File: src/hw/pp_cfg_pkg.sv
`default_nettype none

package pp_cfg_pkg;

    // =========================================================================
    // Sizing
    // =========================================================================
    localparam int WIDTH  = 32;              // Bits per sample
    localparam int DEPTH  = 16;              // Samples held by one bank
    localparam int ADDR_W = $clog2(DEPTH);   // Address bits inside one bank
    localparam int CNT_W  = ADDR_W + 1;      // Extra bit so the value DEPTH fits

    // =========================================================================
    // Types
    // =========================================================================
    typedef logic signed [WIDTH-1:0] sample_t;   // Two's complement sample
    typedef logic [ADDR_W-1:0]       addr_t;     // Location within one bank
    typedef logic [CNT_W-1:0]        count_t;    // Fill level or drain position, 0..DEPTH

    // Drain FSM
    typedef enum logic {
        DRAIN_IDLE   = 1'b0,   // No block pending
        DRAIN_ACTIVE = 1'b1    // Full bank on its way to the consumer
    } drain_state_t;

endpackage

`default_nettype wire

File: src/hw/pp_port_pkg.sv
`default_nettype none

package pp_port_pkg;

    // =========================================================================
    // Bank write port
    // =========================================================================
    // One sample on its way into the bank currently being filled
    typedef struct packed {
        logic                en;     // Write strobe, one per accepted sample
        pp_cfg_pkg::addr_t   addr;   // Slot inside the write bank
        pp_cfg_pkg::sample_t data;   // Sample as received from the producer
    } bank_wr_t;

    // =========================================================================
    // Status
    // =========================================================================
    // Collected for the outside world at the top level
    typedef struct packed {
        logic                block_ready;   // One-cycle pulse on every swap
        pp_cfg_pkg::count_t  write_count;   // Samples in the write bank
        pp_cfg_pkg::count_t  read_count;    // Samples already drained
    } pp_status_t;

    // Field order puts the pulse in the MSB
    // Counts follow as two equal fields

endpackage

`default_nettype wire

File: src/hw/pingpong_buffer.sv
`timescale 1ns/1ps
`default_nettype none

module pingpong_buffer (
    input  wire logic                  clk_i,
    input  wire logic                  rst_ni,

    // Producer stream
    input  wire pp_cfg_pkg::sample_t   write_data_i,
    input  wire logic                  write_valid_i,
    output logic                       write_ready_o,

    // Consumer stream
    output pp_cfg_pkg::sample_t        read_data_o,
    output logic                       read_valid_o,
    input  wire logic                  read_ready_i,

    // Status
    output pp_port_pkg::pp_status_t    status_o
);

    // =========================================================================
    // Internal wiring
    // =========================================================================
    pp_port_pkg::bank_wr_t wr;            // Write into the fill bank
    pp_cfg_pkg::addr_t     rd_addr;       // Drain position in read bank
    pp_cfg_pkg::count_t    write_count;
    pp_cfg_pkg::count_t    read_count;
    logic                  full;          // Fill bank complete
    logic                  idle;          // No drain in progress
    logic                  swap;          // Banks exchange on this edge
    logic                  wr_bank_sel;
    logic                  block_ready;

    pp_write_ctrl u_write_ctrl (
        .clk_i         (clk_i),
        .rst_ni        (rst_ni),
        .write_valid_i (write_valid_i),
        .write_data_i  (write_data_i),
        .swap_i        (swap),
        .write_ready_o (write_ready_o),
        .full_o        (full),
        .wr_o          (wr),
        .write_count_o (write_count)
    );

    pp_read_ctrl u_read_ctrl (
        .clk_i        (clk_i),
        .rst_ni       (rst_ni),
        .read_ready_i (read_ready_i),
        .swap_i       (swap),
        .read_valid_o (read_valid_o),
        .idle_o       (idle),
        .rd_addr_o    (rd_addr),
        .read_count_o (read_count)
    );

    pp_swap_ctrl u_swap_ctrl (
        .clk_i         (clk_i),
        .rst_ni        (rst_ni),
        .full_i        (full),
        .idle_i        (idle),
        .swap_o        (swap),
        .wr_bank_sel_o (wr_bank_sel),
        .block_ready_o (block_ready)
    );

    pp_buffer_bank u_buffer_bank (
        .clk_i         (clk_i),
        .wr_i          (wr),
        .wr_bank_sel_i (wr_bank_sel),
        .rd_addr_i     (rd_addr),
        .rd_data_o     (read_data_o)
    );

    // Status bundle
    always_comb begin
        status_o.block_ready = block_ready;
        status_o.write_count = write_count;
        status_o.read_count  = read_count;
    end

endmodule

`default_nettype wire

File: src/hw/pp_buffer_bank.sv
`timescale 1ns/1ps
`default_nettype none

module pp_buffer_bank (
    input  wire logic                  clk_i,
    input  wire pp_port_pkg::bank_wr_t wr_i,            // Write to the fill bank
    input  wire logic                  wr_bank_sel_i,   // Which bank is filling
    input  wire pp_cfg_pkg::addr_t     rd_addr_i,       // Slot in the other bank
    output pp_cfg_pkg::sample_t        rd_data_o
);

    // =========================================================================
    // Storage
    // =========================================================================
    // Two banks of DEPTH samples, first index picks the bank
    pp_cfg_pkg::sample_t mem_q [2][pp_cfg_pkg::DEPTH];

    logic rd_bank_sel;   // Bank being drained

    // Reader always works on the bank the writer is not using
    assign rd_bank_sel = ~wr_bank_sel_i;

    // =========================================================================
    // Write port
    // =========================================================================
    // Sample lands in the bank named by the select
    always_ff @(posedge clk_i) begin
        if (wr_i.en) begin
            mem_q[wr_bank_sel_i][wr_i.addr] <= wr_i.data;
        end
    end

    // =========================================================================
    // Read port
    // =========================================================================
    // Asynchronous read, data follows the address in the same cycle
    // Bank and address only move on a read handshake or swap
    // so data stays put while the consumer stalls
    assign rd_data_o = mem_q[rd_bank_sel][rd_addr_i];

    // Bank swap and write never touch the read bank together
    // since a swap only follows a finished drain

endmodule

`default_nettype wire

File: src/hw/pp_read_ctrl.sv
`timescale 1ns/1ps
`default_nettype none

module pp_read_ctrl (
    input  wire logic            clk_i,
    input  wire logic            rst_ni,
    input  wire logic            read_ready_i,   // Consumer takes a sample
    input  wire logic            swap_i,         // New block to drain
    output logic                 read_valid_o,
    output logic                 idle_o,         // Free to accept the next block
    output pp_cfg_pkg::addr_t    rd_addr_o,      // Slot in the read bank
    output pp_cfg_pkg::count_t   read_count_o
);

    pp_cfg_pkg::drain_state_t state_q;
    pp_cfg_pkg::addr_t        rd_addr_q;
    pp_cfg_pkg::count_t       rd_count_q;     // Transfers done in this drain
    logic                     accept;
    logic                     last;           // Final sample of the block

    // =========================================================================
    // Outputs
    // =========================================================================
    assign read_valid_o = (state_q == pp_cfg_pkg::DRAIN_ACTIVE);
    assign idle_o       = (state_q == pp_cfg_pkg::DRAIN_IDLE);
    assign rd_addr_o    = rd_addr_q;
    assign read_count_o = rd_count_q;

    assign accept = read_valid_o & read_ready_i;
    assign last   = (rd_count_q == pp_cfg_pkg::count_t'(pp_cfg_pkg::DEPTH - 1));

    // =========================================================================
    // Drain FSM
    // =========================================================================
    always_ff @(posedge clk_i) begin
        if (!rst_ni) begin
            state_q    <= pp_cfg_pkg::DRAIN_IDLE;
            rd_addr_q  <= '0;
            rd_count_q <= '0;
        end else if (swap_i) begin
            state_q    <= pp_cfg_pkg::DRAIN_ACTIVE;   // Valid rises right after swap
            rd_addr_q  <= '0;
            rd_count_q <= '0;
        end else if (accept) begin
            if (last) begin
                state_q    <= pp_cfg_pkg::DRAIN_IDLE;   // Block done
                rd_addr_q  <= '0;
                rd_count_q <= '0;
            end else begin
                rd_addr_q  <= rd_addr_q + pp_cfg_pkg::addr_t'(1);
                rd_count_q <= rd_count_q + pp_cfg_pkg::count_t'(1);
            end
        end
    end

    // Swap decision upstream must wait for the drain to finish
    a_no_swap_active : assert property (@(posedge clk_i) disable iff (!rst_ni)
        swap_i |-> state_q == pp_cfg_pkg::DRAIN_IDLE);

endmodule

`default_nettype wire

File: src/hw/pp_swap_ctrl.sv
`timescale 1ns/1ps
`default_nettype none

module pp_swap_ctrl (
    input  wire logic clk_i,
    input  wire logic rst_ni,
    input  wire logic full_i,          // Write bank holds a whole block
    input  wire logic idle_i,          // Previous block fully drained
    output logic      swap_o,          // Exchange banks on this edge
    output logic      wr_bank_sel_o,   // Bank being filled
    output logic      block_ready_o    // One-cycle notice of a new block
);

    logic bank_sel_q;

    // =========================================================================
    // Swap decision
    // =========================================================================
    // Both conditions must hold on the same edge
    // A stalled reader keeps idle low, so the full bank just waits
    assign swap_o        = full_i & idle_i;
    assign wr_bank_sel_o = bank_sel_q;

    // =========================================================================
    // Bank select
    // =========================================================================
    // Starts on bank 0, flips on every swap
    // The just-filled bank becomes the read bank
    always_ff @(posedge clk_i) begin
        if (!rst_ni) begin
            bank_sel_q <= 1'b0;
        end else if (swap_o) begin
            bank_sel_q <= ~bank_sel_q;
        end
    end

    // =========================================================================
    // Block-ready pulse
    // =========================================================================
    // Registered, so it lines up with read valid going high
    always_ff @(posedge clk_i) begin
        if (!rst_ni) begin
            block_ready_o <= 1'b0;
        end else begin
            block_ready_o <= swap_o;   // Full drops on swap, so one cycle only
        end
    end

    // Write side must clear full on the swap edge
    a_pulse_single : assert property (@(posedge clk_i) disable iff (!rst_ni)
        block_ready_o |=> !block_ready_o);

endmodule

`default_nettype wire

File: src/hw/pp_write_ctrl.sv
`timescale 1ns/1ps
`default_nettype none

module pp_write_ctrl (
    input  wire logic                  clk_i,
    input  wire logic                  rst_ni,
    input  wire logic                  write_valid_i,   // Producer has a sample
    input  wire pp_cfg_pkg::sample_t   write_data_i,
    input  wire logic                  swap_i,          // Banks exchange roles
    output logic                       write_ready_o,   // Room left in write bank
    output logic                       full_o,          // Write bank holds DEPTH samples
    output pp_port_pkg::bank_wr_t      wr_o,            // Write into the current bank
    output pp_cfg_pkg::count_t         write_count_o
);

    pp_cfg_pkg::addr_t  wr_addr_q;     // Next free slot
    pp_cfg_pkg::count_t wr_count_q;    // Samples stored since last swap
    logic               accept;        // Handshake completes this cycle

    // =========================================================================
    // Handshake
    // =========================================================================
    assign full_o        = (wr_count_q == pp_cfg_pkg::count_t'(pp_cfg_pkg::DEPTH));
    assign write_ready_o = ~full_o;                  // Count never passes DEPTH
    assign accept        = write_valid_i & write_ready_o;
    assign write_count_o = wr_count_q;

    // Sample goes straight into the bank on the accepting edge
    always_comb begin
        wr_o.en   = accept;
        wr_o.addr = wr_addr_q;
        wr_o.data = write_data_i;
    end

    // =========================================================================
    // Address and fill counter
    // =========================================================================
    always_ff @(posedge clk_i) begin
        if (!rst_ni) begin
            wr_addr_q  <= '0;
            wr_count_q <= '0;
        end else if (swap_i) begin
            // Fresh bank, start again at slot 0
            wr_addr_q  <= '0;
            wr_count_q <= '0;
        end else if (accept) begin
            wr_addr_q  <= wr_addr_q + pp_cfg_pkg::addr_t'(1);
            wr_count_q <= wr_count_q + pp_cfg_pkg::count_t'(1);
        end
    end

    // Swap only takes a full bank, so no accepted write is lost on that edge
    a_no_write_full : assert property (@(posedge clk_i) disable iff (!rst_ni)
        swap_i |-> full_o && !wr_o.en);

endmodule

`default_nettype wire

File: config.mk
export PLATFORM = sky130hd
export DESIGN_NAME = pingpong_buffer
export DESIGN_NICKNAME = d
export VERILOG_FILES = /design/src/hw/pp_cfg_pkg.sv /design/src/hw/pp_port_pkg.sv /design/src/hw/pingpong_buffer.sv /design/src/hw/pp_buffer_bank.sv /design/src/hw/pp_read_ctrl.sv /design/src/hw/pp_swap_ctrl.sv /design/src/hw/pp_write_ctrl.sv
export SDC_FILE = /design/constraint.sdc
export NUM_CORES = 1
export LEC_CHECK = 0
export BUFFER_PORTS_ARGS = -buffer_cell sky130_fd_sc_hd__buf_2
export CORE_MARGIN = 2
export CORE_UTILIZATION = 35
export CTS_CLUSTER_SIZE = 10
export DETAILED_ROUTE_END_ITERATION = 6
export PLACE_DENSITY_LB_ADDON = 0.2
export SLEW_MARGIN = 30
export SYNTH_ARGS = -nofsm -noshare
export SYNTH_HDL_FRONTEND = slang
export SYNTH_SLANG_ARGS = --single-unit
export TNS_END_PERCENT = 50
File: constraint.sdc
create_clock -name clk_i -period 5.5 [get_ports clk_i]
set_clock_uncertainty 0.2 [all_clocks]
set_input_delay 0.55 -clock clk_i [delete_from_list [all_inputs] [get_ports clk_i]]
set_output_delay 0.55 -clock clk_i [all_outputs]
set_load 0.05 [all_outputs]
Word level (Yosys, flattened, before mapping)
Memories as Yosys holds them, arrays and structs flattened.
Index checks and enable logic that the tools add are counted.

cells by class
  equal/unequal tests = 2
  reductions and logical operators = 5
  bitwise operators = 9
  $lt $le $gt $ge = 3
  $add $sub $neg = 4
  multiplexer cells = 12

operators with widths
  kind                                                 count
  two-way mux 512 bit                                  1
  binary-select mux 32 bit (select 4 bit)              1
  demux 32 bit (select 4 bit)                          1
  two-way mux 32 bit                                   3
  adder 5 x 1 -> 5 bit, second input constant          2
  >= comparator 5 bit, second input constant           2
  inverter 4 -> 5 bit                                  2
  adder 4 x 1 -> 4 bit, second input constant          2
  equality test 5 x 4 -> 1 bit, second input constant  1
  equality test 5 bit, second input constant           1
  < comparator 5 x 1 -> 1 bit, second input constant   1
  two-way mux 5 bit                                    1
  two-way mux 1 bit                                    4
  two-way mux 4 bit                                    1
  inverter 1 bit                                       4
  nonzero test 2 bit                                   2
  AND 1 bit                                            3
  AND reduction 2 bit                                  1
  OR reduction 2 bit                                   1
  logical AND 1 bit                                    1

word-level totals
  memories kept = 1
  flip-flop bits (word level) = 21
  RAM bits = 1,024
  input port bits = 36

memory list
  name                 depth  bits a word  rd ports  clocked after memory_dff  write ports  line                  source
  u_buffer_bank.mem_q  2      512          1         0                         1            pp_buffer_bank.sv:16  pp_cfg_pkg::sample_t mem_q [2][pp_cfg_pkg::DEPTH];

Logic depth before layout (Yosys ltp)
  depth in word-level cells = 6
  depth in mapped cells = 8
  gate-level depth less buffers = 7

Cells and area by module
From an unflattened synthesis, not the netlist that was laid out.

second synthesis, totals
  cell total of the unflattened synthesis = 2,376
  area total of the unflattened synthesis = 41,172.0 sq um

modules (own cells, without submodules)
  module           cells an instance  instances  area each (sq um)  sequential area each (sq um)
  pp_buffer_bank   2,230              1          39,909.5           30,749.5
  pp_write_ctrl    85                 1          711.9              180.2
  pp_read_ctrl     53                 1          465.4              200.2
  pp_swap_ctrl     7                  1          77.6               40.0
  pingpong_buffer  1                  1          7.5                0.0

Worst setup path before layout
Ideal clock, no wire load.

  path kind = reg2reg
  start = register u_write_ctrl.wr_count_q[0], in the netlist u_write_ctrl.write_count_o[0]
  end = memory u_buffer_bank.mem_q[1][288] in the netlist's numbering (enable)
  path slack = 1.388 ns
  cell stages (with the launch flop) = 8
  library setup time = 0.421 ns
  data required time = 4.879 ns
  arrival = 3.491 ns
  buffers on the path = 1
  cell sequence = dfxtp_1 -> inv_1 -> ha_1 -> nand4bb_1 -> and2_1 -> buf_2 -> nand2_1 -> nor2_1

between the ends
  cells in the longest elaborated chain, start to end = 5

RTL lines
  what                                       line                   source
  from (decl)                                pp_write_ctrl.sv:17    pp_cfg_pkg::count_t wr_count_q;
  from (signal assigned)                     pp_write_ctrl.sv:48    wr_count_q <= wr_count_q + pp_cfg_pkg::count_t'(1);
  equality test 5 bit                        pp_write_ctrl.sv:23    assign full_o = (wr_count_q == pp_cfg_pkg::count_t'(pp_cfg_pkg::DEPTH));
  inverter 1 bit                             pp_write_ctrl.sv:24    assign write_ready_o = ~full_o;
  via write_ready_o                          pingpong_buffer.sv:11  output logic write_ready_o,
  AND 1 bit                                  pp_write_ctrl.sv:25    assign accept = write_valid_i & write_ready_o;
  two-way mux 1 bit                          pp_buffer_bank.sv:28   if (wr_i.en) begin
  two-way mux 512 bit (not written as such)  pp_buffer_bank.sv:29   mem_q[wr_bank_sel_i][wr_i.addr] <= wr_i.data;
  to (decl)                                  pp_buffer_bank.sv:16

The timed path passes the listed nets, and every way through them passes these cells.

Final worst setup path
  start = register u_read_ctrl.rd_addr_q[1], in the netlist u_read_ctrl.rd_addr_o[1]
  end = output read_data_o[1]

between the ends
  cells in the longest elaborated chain, start to end = 4

RTL lines
  what                                                    line                   source
  from (decl)                                             pp_read_ctrl.sv:16     pp_cfg_pkg::addr_t rd_addr_q;
  from (signal assigned)                                  pp_read_ctrl.sv:50     rd_addr_q <= rd_addr_q + pp_cfg_pkg::addr_t'(1);
  inverter 4 -> 5 bit (not written as such)               pp_buffer_bank.sv:39   assign rd_data_o = mem_q[rd_bank_sel][rd_addr_i];
  binary-select mux 32 bit (select 4 bit)                 pp_buffer_bank.sv:39
  two-way mux 32 bit (not written as such) (2 in series)  pp_buffer_bank.sv:39
  to (decl)                                               pingpong_buffer.sv:14  output pp_cfg_pkg::sample_t read_data_o,

No other way between the ends. The select of a mux whose other input is x is not followed.

==> impl_metrics.env <==
export IMPL_outcome="completed"
export IMPL_first_global_vias=21560
export IMPL_clkTransAtPathRegs_ps=60
export IMPL_cp_arrival_ps=3810
export IMPL_synth_top_area_cell="edfxtp_1"
export IMPL_cp_start_kind="register"
export IMPL_nNetsFinal=2524
export IMPL_holdCritPathClass="input port to register"
export IMPL_synth_area_um2=40950
export IMPL_worstMarginPinSlew_ps=991.7
export IMPL_ant_nets=0
export IMPL_die_h_um=346.1
export IMPL_hold_violations=0
export IMPL_yosysTopAreaCellShare_pct=75.08
export IMPL_num_vias=21410
export IMPL_wire_per_inst_um=27.54
export IMPL_cts_resized=0
export IMPL_drc=0
export IMPL_grt_pass1_wl_mm=158.9
export IMPL_totalPowerFinal_w=0.01578
export IMPL_tritoncts="done"
export IMPL_antenna_found_initial=7
export IMPL_yosysWarnings=0
export IMPL_synth_avg_cell_area_um2=17.55
export IMPL_seq_area_frac_synth_pct=76.11
export IMPL_cts_made_buffers=115
export IMPL_avgViaCountPerCell=5.296
export IMPL_routed_wl_mm=111.3
export IMPL_syn2layout_area_growth_pct=14.50
export IMPL_synthCells=2333
export IMPL_grt_max_degree=110
export IMPL_numPortBuffers=80
export IMPL_holdWs_ps=58.87
export IMPL_relSlewSlack_pct=33.73
export IMPL_fin_crit_sh_pct=82.88
export IMPL_cp_max_fo=71
export IMPL_dieArea_um2=119800
export IMPL_synth_nets=2377
export IMPL_synth_seq_cells=1045
export IMPL_first_pass_iters=5
export IMPL_setup_violations=0
export IMPL_overflow=0
export IMPL_vdd_drop_max_mv=0.2600
export IMPL_track_usage_pct=18.34
export IMPL_start_util_pct=35.29
export IMPL_gp_congestion=0.7827
export IMPL_critPathKind="register to output pin"
export IMPL_htreeDepth=3
export IMPL_ios=81
export IMPL_endpoint_kind="output pin"
export IMPL_power_leakage_nw=13.98
export IMPL_maxCapViolCount=0
export IMPL_rows=125
export IMPL_cts_root_buf="clkbuf_16"
export IMPL_powerDensity_nw_per_um2=336.5
export IMPL_fin_crit_ps=4558
export IMPL_cts_setup_buffers=0
export IMPL_fin_tns_setup_ps=0
export IMPL_fmax_mhz=219.4
export IMPL_rsz0062_at_grt="no"
export IMPL_core_region_area_um2=116000
export IMPL_synth_cell_types=38
export IMPL_dpl_hpwl_mm=66.87
export IMPL_die_w_um=346.1
export IMPL_drtIter0Drc=1925
export IMPL_clock_path_buffers=3
export IMPL_clk_latency_ps=700
export IMPL_drv_slew=0
export IMPL_synthTopCellsByArea="edfxtp_1, mux2i_1, a22oi_1"
export IMPL_drive_gt1_share_pct=12.99
export IMPL_critPathRequiredTime_ps=4750
export IMPL_cts_sinks=1045
Yosys cell counts:
master	instances
and2b_1	1
and3_1	1
nand3_1	98
clkbuf_1	25
o21ai_1	1
a22oi_1	96
buf_1	4
ha_1	8
xnor2_1	2
nand4bb_1	1
buf_12	11
nor2b_1	1
dfxtp_1	21
nor2_2	1
nand2b_1	5
nand4b_1	1
nor2_1	54
buf_8	5
and2_1	5
a31oi_1	32
nand3b_1	3
edfxtp_1	1024
mux2i_1	512
buf_6	12
buf_4	20
nor3_1	32
or2_2	1
a22o_1	64
xor2_1	10
clkbuf_4	2
buf_2	54
inv_1	4
a21oi_1	102
or3b_2	2
o21ai_0	1
or3_1	1
nand4_1	5
nand2_1	111
per-layer routing:
metal / vias to the layer above / routed length, µm / GRT usage (%) / part of all wire, %
met5: - / 28 / 0 / 0.025
met4: 4 / 3536 / 6.194 / 3.2
met2: 604 / 53050 / 29.62 / 48
met3: 172 / 5457 / 3.094 / 4.9
li1: 9472 / - / - / -
met1: 11150 / 49250 / 25.12 / 44
timing repair:
action | CTS | global route
endpoints found under the hold margin | 4 | 0
endpoints found under the setup margin | 0 | 0
hold buffers | 2 | 0
worst paths after layout:
| check | start | to | slack (ps) | cells past startpoint |
|---|---|---|---|---|
| min reg2reg | u_read_ctrl.read_count_o[4] | u_read_ctrl.read_count_o[4] | 290 | 2 |
| max reg2reg | u_write_ctrl.write_count_o[0] | u_buffer_bank.mem_q[0][1] | 1820 | 8 |
| min | read_ready_i | u_read_ctrl.rd_addr_o[1] | 60 | 4 |
| max | u_read_ctrl.rd_addr_o[1] | read_data_o[1] | 940 | 7 |
final cells by class:
cell class / instances / area, µm²
fill: 10450 / 69160
clock buffer: 146 / 3058
inverter: 4 / 15.01
sequential: 1045 / 31170
multi-input combinational: 1151 / 9070
antenna: 1 / 2.502
timing repair buffer: 163 / 1597
tap: 1524 / 1907
clock inverter: 8 / 70.07
layout by cell type, fill, tap and decap left out, types with 33 or more instances in the layout:
cell,count
edfxtp_1,1024
mux2i_1,512
clkbuf_16,118
nand2_1,110
a21oi_1,102
nand3_1,98
a22oi_1,96
buf_2,80
a22o_1,64
buf_4,48
nor2_4,33
logic make-up after synthesis:
logic type | Yosys count | synth area share, %
buf+inv | 137 | 2.417
flops | 1045 | 76.11
fa+ha+maj | 8 | 0.2444
simple gates | 323 | 3.571
compound gates | 296 | 4.888
mux | 512 | 12.51
xor+xnor | 12 | 0.2566
flip-flops by register name (all words and copies together) (netlist names):
| name | flops |
|---|---|
| u_buffer_bank.mem_q | 1024 |
| u_swap_ctrl.wr_bank_sel_o | 1 |
| u_swap_ctrl.block_ready_o | 1 |
| u_read_ctrl.read_count_o | 5 |
| u_write_ctrl.wr_addr_q | 4 |
| u_read_ctrl.rd_addr_o | 4 |
| u_read_ctrl.read_valid_o | 1 |
| u_write_ctrl.write_count_o | 5 |
power by group:
group          internal (W)  switching, W
Combinational     0.0000308      0.000208
Clock               0.00382       0.00291
Sequential          0.00879     0.0000133
Total                0.0126       0.00313
critical path, cell delays in order (launching register included):
cell,delay [ps]
dfxtp_1,590
and2b_4,760
buf_12,410
a22o_1,280
nor3_1,60
a31oi_1,460
nand3_1,150
buf_2,260
stage by stage:
stage / std cells / area, µm² / worst slack, ps / utilization [%]
floorplan: 2333 / 40950 / 1388 / -
global placement: 3861 / 43100 / 1601 / 37.14
detailed placement: 3885 / 43740 / 1619 / 37.69
CTS: 4041 / 46890 / 856.0 / 40.41
global route: 4042 / 46890 / 704.0 / 40.41
finish: 4042 / 46890 / 941.5 / 40.41
(Power assumes the default switching activity.)
